$ cat config.mk
export PLATFORM = sky130hd
export DESIGN_NAME = board_io_top
export DESIGN_NICKNAME = d
export VERILOG_FILES = /design/src/design/io_pkg.sv /design/src/design/board_io_top.sv /design/src/design/led_ctrl.sv /design/src/design/uart_baud_timer.sv /design/src/design/uart_line.sv /design/src/design/uart_tx_fsm.sv /design/src/design/wb_io_decode.sv
export SDC_FILE = /design/constraint.sdc
export NUM_CORES = 1
export LEC_CHECK = 0
export ABC_CLOCK_PERIOD_IN_PS = 2040
export BUFFER_PORTS_ARGS = -buffer_cell sky130_fd_sc_hd__buf_4
export CORE_MARGIN = 2
export CORE_UTILIZATION = 42
export DETAILED_ROUTE_END_ITERATION = 6
export GPL_ROUTABILITY_DRIVEN = 0
export HOLD_SLACK_MARGIN = 0.1
export PLACE_DENSITY = 0.72
export SLEW_MARGIN = 15
export SYNTH_ARGS = -nofsm -noshare
export SYNTH_HDL_FRONTEND = slang
export SYNTH_SLANG_ARGS = --single-unit
$ cat constraint.sdc
create_clock -name CLK_I -period 2.04 [get_ports CLK_I]
set_input_delay 0.204 -clock CLK_I [delete_from_list [all_inputs] [get_ports CLK_I]]
set_output_delay 0.204 -clock CLK_I [all_outputs]
set_load 0.02 [all_outputs]
$ cat src/design/io_pkg.sv
// Shared constants and types for the board I/O subsystem.
// Peripherals are selected by one-hot address bits; the UART wins when both are set.
// Only bit 31 of the LED word is byte-lane qualified (select bit 3).
package io_pkg;

   // Address bits that select a peripheral
   localparam int led_adr_bit  = 2;
   localparam int uart_adr_bit = 3;

   // UART status word layout on reads
   localparam int uart_busy_bit = 0;
   localparam int uart_rx_bit   = 8;

   // LED word bit that picks the third LED source
   // 0 = written data, 1 = inverted RX line
   localparam int led_src_bit = 31;

   // Operation handed from the decoder to one peripheral
   typedef enum logic [1:0] {
      op_none  = 2'd0,
      op_read  = 2'd1,
      op_write = 2'd2
   } io_op_e;

   // Transmitter frame phases
   typedef enum logic [1:0] {
      st_idle  = 2'd0,
      st_start = 2'd1,
      st_data  = 2'd2,
      st_stop  = 2'd3
   } uart_state_e;

endpackage

$ cat src/design/board_io_top.sv
// Board I/O subsystem: LED register and 8N1 UART transmitter on a
// Wishbone classic slave port. No ERR or RTY; UART writes stall via ack.
// Only sel[3] is decoded, for the third LED source flag.
// clks_per_bit sets the baud rate from the bus clock.
module board_io_top #(
   parameter int clks_per_bit = 417
) (
   input  logic        CLK_I,
   input  logic        arst_n,
   input  logic        cyc,
   input  logic        stb,
   input  logic        we,
   input  logic [31:0] adr,
   input  logic [3:0]  sel,
   input  logic [31:0] wdat,
   output logic        ack,
   output logic [31:0] rdat,
   input  logic        rx,
   output logic        tx,
   output logic [3:0]  led
);

   io_pkg::io_op_e      led_op;
   io_pkg::io_op_e      uart_op;
   io_pkg::uart_state_e state;
   logic [31:0]         led_rdat;
   logic                uart_busy;
   logic                uart_taken;
   logic                rx_sync;
   logic                bit_tick;
   logic                run;
   logic                load;
   logic                shift;

   wb_io_decode u_decode (
      .CLK_I      (CLK_I),
      .arst_n     (arst_n),
      .cyc        (cyc),
      .stb        (stb),
      .we         (we),
      .adr        (adr),
      .led_rdat   (led_rdat),
      .uart_busy  (uart_busy),
      .rx_sync    (rx_sync),
      .uart_taken (uart_taken),
      .led_op     (led_op),
      .uart_op    (uart_op),
      .ack        (ack),
      .rdat       (rdat)
   );

   led_ctrl u_led (
      .CLK_I    (CLK_I),
      .arst_n   (arst_n),
      .led_op   (led_op),
      .sel3     (sel[3]),
      .wdat     (wdat),
      .rx_sync  (rx_sync),
      .led      (led),
      .led_rdat (led_rdat)
   );

   // Baud timer owns the bit period
   uart_baud_timer #(
      .clks_per_bit (clks_per_bit)
   ) u_baud (
      .CLK_I    (CLK_I),
      .arst_n   (arst_n),
      .run      (run),
      .bit_tick (bit_tick)
   );

   uart_tx_fsm u_tx_fsm (
      .CLK_I      (CLK_I),
      .arst_n     (arst_n),
      .uart_op    (uart_op),
      .bit_tick   (bit_tick),
      .state      (state),
      .run        (run),
      .load       (load),
      .shift      (shift),
      .uart_taken (uart_taken),
      .uart_busy  (uart_busy)
   );

   // Low byte of the write data is the character
   uart_line u_line (
      .CLK_I   (CLK_I),
      .arst_n  (arst_n),
      .state   (state),
      .load    (load),
      .shift   (shift),
      .wdat    (wdat[7:0]),
      .rx      (rx),
      .tx      (tx),
      .rx_sync (rx_sync)
   );

endmodule

$ cat src/design/led_ctrl.sv
// Four-bit LED register with readback.
// The third LED can follow the inverted RX line instead of written data.
// The source flag is only written when byte select 3 is set.
module led_ctrl (
   input  logic               CLK_I,
   input  logic               arst_n,
   input  io_pkg::io_op_e     led_op,
   input  logic               sel3,
   input  logic [31:0]        wdat,
   input  logic               rx_sync,
   output logic [3:0]         led,
   output logic [31:0]        led_rdat
);

   logic src_is_rx;
   logic wr;

   assign wr = (led_op == io_pkg::op_write);

   always_ff @(posedge CLK_I or negedge arst_n) begin
      if (!arst_n) begin
         led       <= '0;
         src_is_rx <= 1'b0;
      end else begin
         if (wr) begin
            led[0] <= wdat[0];
            led[1] <= wdat[1];
            led[3] <= wdat[3];
            // Upper byte lane carries the source flag
            if (sel3) begin
               src_is_rx <= wdat[io_pkg::led_src_bit];
            end
         end
         // RX follow overrides written data
         if (src_is_rx) begin
            led[2] <= ~rx_sync;
         end else if (wr) begin
            led[2] <= wdat[2];
         end
      end
   end

   // Readback: LED bits and source flag
   always_comb begin
      led_rdat = '0;
      led_rdat[3:0] = led;
      led_rdat[io_pkg::led_src_bit] = src_is_rx;
   end

endmodule

$ cat src/design/uart_baud_timer.sv
// Bit period timer for the UART transmitter.
// Held at its reload value while run is low.
// First tick comes a full period after run rises, then every clks_per_bit cycles.
// clks_per_bit must be at least 1.
module uart_baud_timer #(
   parameter int clks_per_bit = 417
) (
   input  logic CLK_I,
   input  logic arst_n,
   input  logic run,
   output logic bit_tick
);

   logic [31:0] cnt;

   // Tick in the last cycle of each period
   assign bit_tick = run & (cnt == '0);

   always_ff @(posedge CLK_I or negedge arst_n) begin
      if (!arst_n) begin
         cnt <= 32'(clks_per_bit - 1);
      end else if (!run || bit_tick) begin
         // Reload when idle or at period end
         cnt <= 32'(clks_per_bit - 1);
      end else begin
         cnt <= cnt - 32'd1;
      end
   end

endmodule

$ cat src/design/uart_line.sv
// Serial line side of the UART.
// TX is a flop so the pin never glitches; it idles high.
// RX is only synchronized, there is no receiver framing.
module uart_line (
   input  logic                  CLK_I,
   input  logic                  arst_n,
   input  io_pkg::uart_state_e   state,
   input  logic                  load,
   input  logic                  shift,
   input  logic [7:0]            wdat,
   input  logic                  rx,
   output logic                  tx,
   output logic                  rx_sync
);

   logic [7:0] tx_sr;
   logic       rx_meta;

   // Data shifts out LSB first, ones fill from the top for the stop bit
   always_ff @(posedge CLK_I) begin
      if (load) begin
         tx_sr <= wdat;
      end else if (shift) begin
         tx_sr <= {1'b1, tx_sr[7:1]};
      end
   end

   always_ff @(posedge CLK_I or negedge arst_n) begin
      if (!arst_n) begin
         tx <= 1'b1;
      end else if (load) begin
         // Start bit
         tx <= 1'b0;
      end else if (shift) begin
         tx <= tx_sr[0];
      end else if (state == io_pkg::st_idle) begin
         tx <= 1'b1;
      end
   end

   // Two-stage synchronizer, idle line level after reset
   always_ff @(posedge CLK_I or negedge arst_n) begin
      if (!arst_n) begin
         rx_meta <= 1'b1;
         rx_sync <= 1'b1;
      end else begin
         rx_meta <= rx;
         rx_sync <= rx_meta;
      end
   end

endmodule

$ cat src/design/uart_tx_fsm.sv
// 8N1 transmit sequencer.
// A byte is only accepted in idle; otherwise the write waits (no queue).
// shift pulses on the start tick and on every data tick, nine in all,
// so the line register steps through data bits and then the stop level.
module uart_tx_fsm (
   input  logic                  CLK_I,
   input  logic                  arst_n,
   input  io_pkg::io_op_e        uart_op,
   input  logic                  bit_tick,
   output io_pkg::uart_state_e   state,
   output logic                  run,
   output logic                  load,
   output logic                  shift,
   output logic                  uart_taken,
   output logic                  uart_busy
);

   logic [2:0] bit_cnt;
   logic       accept;

   // New byte only when no frame is going
   assign accept = (state == io_pkg::st_idle) && (uart_op == io_pkg::op_write);

   assign load       = accept;
   assign uart_taken = accept;

   // Timer runs for the whole frame
   assign run       = (state != io_pkg::st_idle);
   assign uart_busy = run;

   // Advance the line on start and data ticks
   assign shift = bit_tick &
                  ((state == io_pkg::st_start) || (state == io_pkg::st_data));

   always_ff @(posedge CLK_I or negedge arst_n) begin
      if (!arst_n) begin
         state   <= io_pkg::st_idle;
         bit_cnt <= '0;
      end else begin
         case (state)
            io_pkg::st_idle: begin
               if (accept) begin
                  state <= io_pkg::st_start;
               end
            end
            io_pkg::st_start: begin
               if (bit_tick) begin
                  state   <= io_pkg::st_data;
                  bit_cnt <= '0;
               end
            end
            io_pkg::st_data: begin
               if (bit_tick) begin
                  // Eighth data bit done
                  if (bit_cnt == 3'd7) begin
                     state <= io_pkg::st_stop;
                  end
                  bit_cnt <= bit_cnt + 3'd1;
               end
            end
            io_pkg::st_stop: begin
               if (bit_tick) begin
                  state <= io_pkg::st_idle;
               end
            end
            default: begin
               state <= io_pkg::st_idle;
            end
         endcase
      end
   end

endmodule

$ cat src/design/wb_io_decode.sv
// Wishbone classic slave front end for the LED register and the UART.
// One access at a time; the master must hold its signals until ack.
// UART writes stall (ack held low) until the transmitter takes the byte.
// Reads of unmapped addresses return zero; writes there are dropped.
module wb_io_decode (
   input  logic               CLK_I,
   input  logic               arst_n,
   input  logic               cyc,
   input  logic               stb,
   input  logic               we,
   input  logic [31:0]        adr,
   input  logic [31:0]        led_rdat,
   input  logic               uart_busy,
   input  logic               rx_sync,
   input  logic               uart_taken,
   output io_pkg::io_op_e     led_op,
   output io_pkg::io_op_e     uart_op,
   output logic               ack,
   output logic [31:0]        rdat
);

   logic           access;
   logic           uart_sel;
   logic           led_sel;
   logic           ack_nxt;
   io_pkg::io_op_e bus_op;
   logic [31:0]    uart_status;
   logic [31:0]    rdat_nxt;

   // Access still waiting for its ack
   assign access = cyc & stb & ~ack;

   // UART has priority when both select bits are set
   assign uart_sel = adr[io_pkg::uart_adr_bit];
   assign led_sel  = adr[io_pkg::led_adr_bit] & ~uart_sel;

   assign bus_op = we ? io_pkg::op_write : io_pkg::op_read;

   assign led_op  = (access && led_sel)  ? bus_op : io_pkg::op_none;
   assign uart_op = (access && uart_sel) ? bus_op : io_pkg::op_none;

   // UART write acks once the byte is taken, everything else right away
   assign ack_nxt = access & ((uart_sel & we) ? uart_taken : 1'b1);

   // Status word: busy flag and raw RX level
   always_comb begin
      uart_status = '0;
      uart_status[io_pkg::uart_busy_bit] = uart_busy;
      uart_status[io_pkg::uart_rx_bit]   = rx_sync;
   end

   // Read data mux, zero for unmapped
   always_comb begin
      if (uart_sel) begin
         rdat_nxt = uart_status;
      end else if (led_sel) begin
         rdat_nxt = led_rdat;
      end else begin
         rdat_nxt = '0;
      end
   end

   always_ff @(posedge CLK_I or negedge arst_n) begin
      if (!arst_n) begin
         ack <= 1'b0;
      end else begin
         ack <= ack_nxt;
      end
   end

   // Read data is captured with the ack edge
   always_ff @(posedge CLK_I) begin
      if (access && !we) begin
         rdat <= rdat_nxt;
      end
   end

endmodule

==> impl_metrics.ini <==
[cells_and_area]
num_antenna_cells = 0
drive_above_1_share = 0.463
synthToLayoutAreaGrowth_pct = 43.7
nNetsFinal = 437

[synthesis]
ys_top_cells_by_area = dfrtp_1 (33%), edfxtp_1 (14%), buf_4 (6.4%)
synth_area_per_cell_um2 = 11.1
synth.distinct_cells = 50
synth_top_area_share = 0.329
synth_flop_cell = dfrtp_1
yosysWarningCount = 0
yosysSeqAreaShare = 0.519
async_reset_ff_frac = 0.767
synth_edf_count = 14
synth-seq-cells = 60
synthCells = 273
synth.cell_area_mm2 = 0.00304
synth.largest_area_cell = dfrtp_1

[min_path]
hp-start = wdat[7]
hold_class = input pin to flip-flop

[clock_network]
clkTransAtPathRegs_ns = 0.07
clockRootBuffer = clkbuf_8
h-tree-depth = 3
cts_tree = done
clk-insertion-delay-late_ns = 0.35
cts_sinks = 60
cts_buffers = 9
clk_path_buf_depth = 2

[sta]
setup_tns_ns = -3.81
rsz0062_at_grt = yes
slew_viol_final = 0
setup_viol = 45
max_freq_mhz = 455
fin_ws_ns = -0.156
tightest_slew_ns = 0.685
post-route-min-period_ns = 2.20
finalHoldViolations = 0
finalCritPeriodShare = 1.08
relSlewSlack = 0.542
fin_skew_ns = 0.00914

[floorplan]
ioPinCount = 112
rows = 31
core_area_mm2 = 0.00714
initial_utilization = 0.426
die_x_um = 89.1
die_h_um = 89.1
die_area_mm2 = 0.00794

[worst_setup_path]
path_cells = or4_4 > or2_4 > or3_1 > or4_1 > a21oi_1
crit_start = u_baud.cnt[27]
max_stage_delay_ns = 0.56
crit_fanout = 3
cp.required_ns = 2.31
crit_slowest_cell = or4_4
crit_type = flip-flop to flip-flop
timing.rr.start = u_baud.cnt[27]
path_buf_inv = 0
end_kind = flip-flop
arrival_ns = 2.47
crit_family = simple AND/OR/NAND/NOR gates
worst_setup_path_start_kind = flip-flop

[power]
power_density_mw_per_mm2 = 1030
p_leak_nw = 1.85
vdd_drop_max_v = 0.000614
p_total_mw = 4.49

[drt]
ant_nets = 0
num_vias = 2231
dr.pass1.iters = 4
drt-vias-per-instance = 4.85
drt-total-wl_um = 6660
post_drt_wl_per_cell_um = 14.5
drcViolationCount = 0
drtIter0Drc = 90

[placed_design]
io_buffers = 29
post-dp-hpwl_um = 3540

[flow_run]
maxCapViolations = 0

[grt]
grt_max_degree = 47
antenna_found_initial = 0
grt-ovfl-total = 0
grt_pass1_vias = 2216
grt_pass1_wl_um = 10100
track_usage = 0.167

[outcome]
violations = setup timing
status = complete, but fails checks
[kinds of logic (layout without fill, tap and decap cells)]
logic type / Yosys count / in the layout / synth area share
other: 1 / 26 / 0.00123
AO/OA/AOI/OAI: 24 / 24 / 0.0531
adder cells (fa/ha/maj): 7 / 7 / 0.0288
XOR/XNOR: 24 / 24 / 0.0691
multiplexers: 13 / 13 / 0.0481
AND/OR/NAND/NOR: 105 / 105 / 0.197
buffers and inverters: 39 / 102 / 0.0831
flip-flops: 60 / 60 / 0.519
[worst reg2reg max path: cells and delay by family, from the launching register on]
kind	cells	cell delay, ns
compound gates	1	0.14
simple gates	4	1.60
flops	1	0.39
[per-layer routing]
| layer | routed length [um] | global-route usage | up-vias |
|---|---|---|---|
| li1 | - | - | 1068 |
| met1 | 2800 | 0.202 | 1100 |
| met2 | 3480 | 0.282 | 52 |
| met3 | 256 | 0.0545 | 11 |
| met4 | 116 | 0.0570 | 0 |
| met5 | 0 | 0 | - |
[metrics by stage]
step / setup WS, ns / hold WS (ns) / area, um^2 / cells / util
after detailed placement: -0.213 / 0.249 / 3510 / 423 / 0.492
after global routing: -0.216 / 0.112 / 4370 / 460 / 0.612
final: -0.156 / 0.124 / 4370 / 460 / 0.612
after floorplan: -0.103 / -0.0916 / 3150 / 298 / -
after global placement: -0.181 / 0.247 / 3510 / 423 / 0.492
after CTS: -0.117 / 0.111 / 4070 / 456 / 0.570
[cell usage after synthesis (all sizes together) (3+ instances only)]
| cell | count |
|---|---|
| edfxtp | 14 |
| nor4 | 14 |
| nand2 | 9 |
| or4 | 3 |
| o31ai | 3 |
| a22o | 3 |
| nor2 | 30 |
| buf | 28 |
| or2 | 3 |
| mux2 | 13 |
| nor2b | 3 |
| xnor2 | 20 |
| dfrtp | 40 |
| inv | 6 |
| ha | 7 |
| and2 | 6 |
| xor2 | 4 |
| nor3 | 12 |
| dfstp | 6 |
| a21oi | 5 |
| clkbuf | 5 |
| o21ai | 6 |
| or3 | 11 |
[power breakdown]
group / leakage [nW] / total (mW) / internal [mW] / switching [mW]
combinational: 0.998 / 1.69 / 0.773 / 0.917
clock: 0.121 / 1.31 / 0.839 / 0.475
sequential: 0.727 / 1.49 / 1.39 / 0.0957
[registers in the layout (all words and copies together), names as in the netlist]
name / cells
u_baud.cnt: 32
u_line.tx_sr: 8
u_decode.rdat: 6
u_led.led: 4
u_tx_fsm.bit_cnt: 3
u_tx_fsm.state: 2
u_decode.ack: 1
u_led.src_is_rx: 1
u_line.rx_meta: 1
u_line.rx_sync: 1
u_line.tx: 1
[final timing paths]
path | slack, ns | endpoint | depth (start not counted)
max | -0.16 | u_baud.cnt[31] | 5
min | 0.12 | u_line.tx_sr[7] | 2
max reg2reg | -0.16 | u_baud.cnt[31] | 5
min reg2reg | 0.35 | u_line.rx_sync | 0
max in group asynchronous | 1.22 | u_baud.cnt[3] | 2
min in group asynchronous | 0.40 | u_led.led[3] | 2
[cell type report]
class / count / area [um^2]
Clock inverter: 5 / 98.8
Tap cell: 99 / 124
Sequential cell: 60 / 1580
Clock buffer: 11 / 141
Multi-Input combinational cell: 199 / 1700
Timing Repair Buffer: 80 / 703
Inverter: 6 / 22.5
Fill cell: 540 / 2770
[placed cells by master, fill, tap and decap left out, types with 6 or more instances in the layout]
cell and n:
clkbuf_8 10, dfrtp_1 40, nor2_4 21, nor2_1 6, xnor2_1 18, edfxtp_1 14
nor3_2 6, nand2_1 7, dfstp_2 6, buf_4 63, dlygate4sd3_1 8, inv_1 6
mux2_2 12, nor3_1 6, conb_1 26, and2_1 6, or3_1 9, ha_1 7
[timing repair]
action | CTS | global route
hold buffers | 8 | 0
setup endpoints to repair | 46 | 46
gates resized for setup | 29 | 60
hold endpoints to repair | 46 | 0
gates cloned | 2 | 1
pin swaps | 14 | 18
setup buffers | 8 | 5
Note: power is estimated with default switching activity, not from simulation.
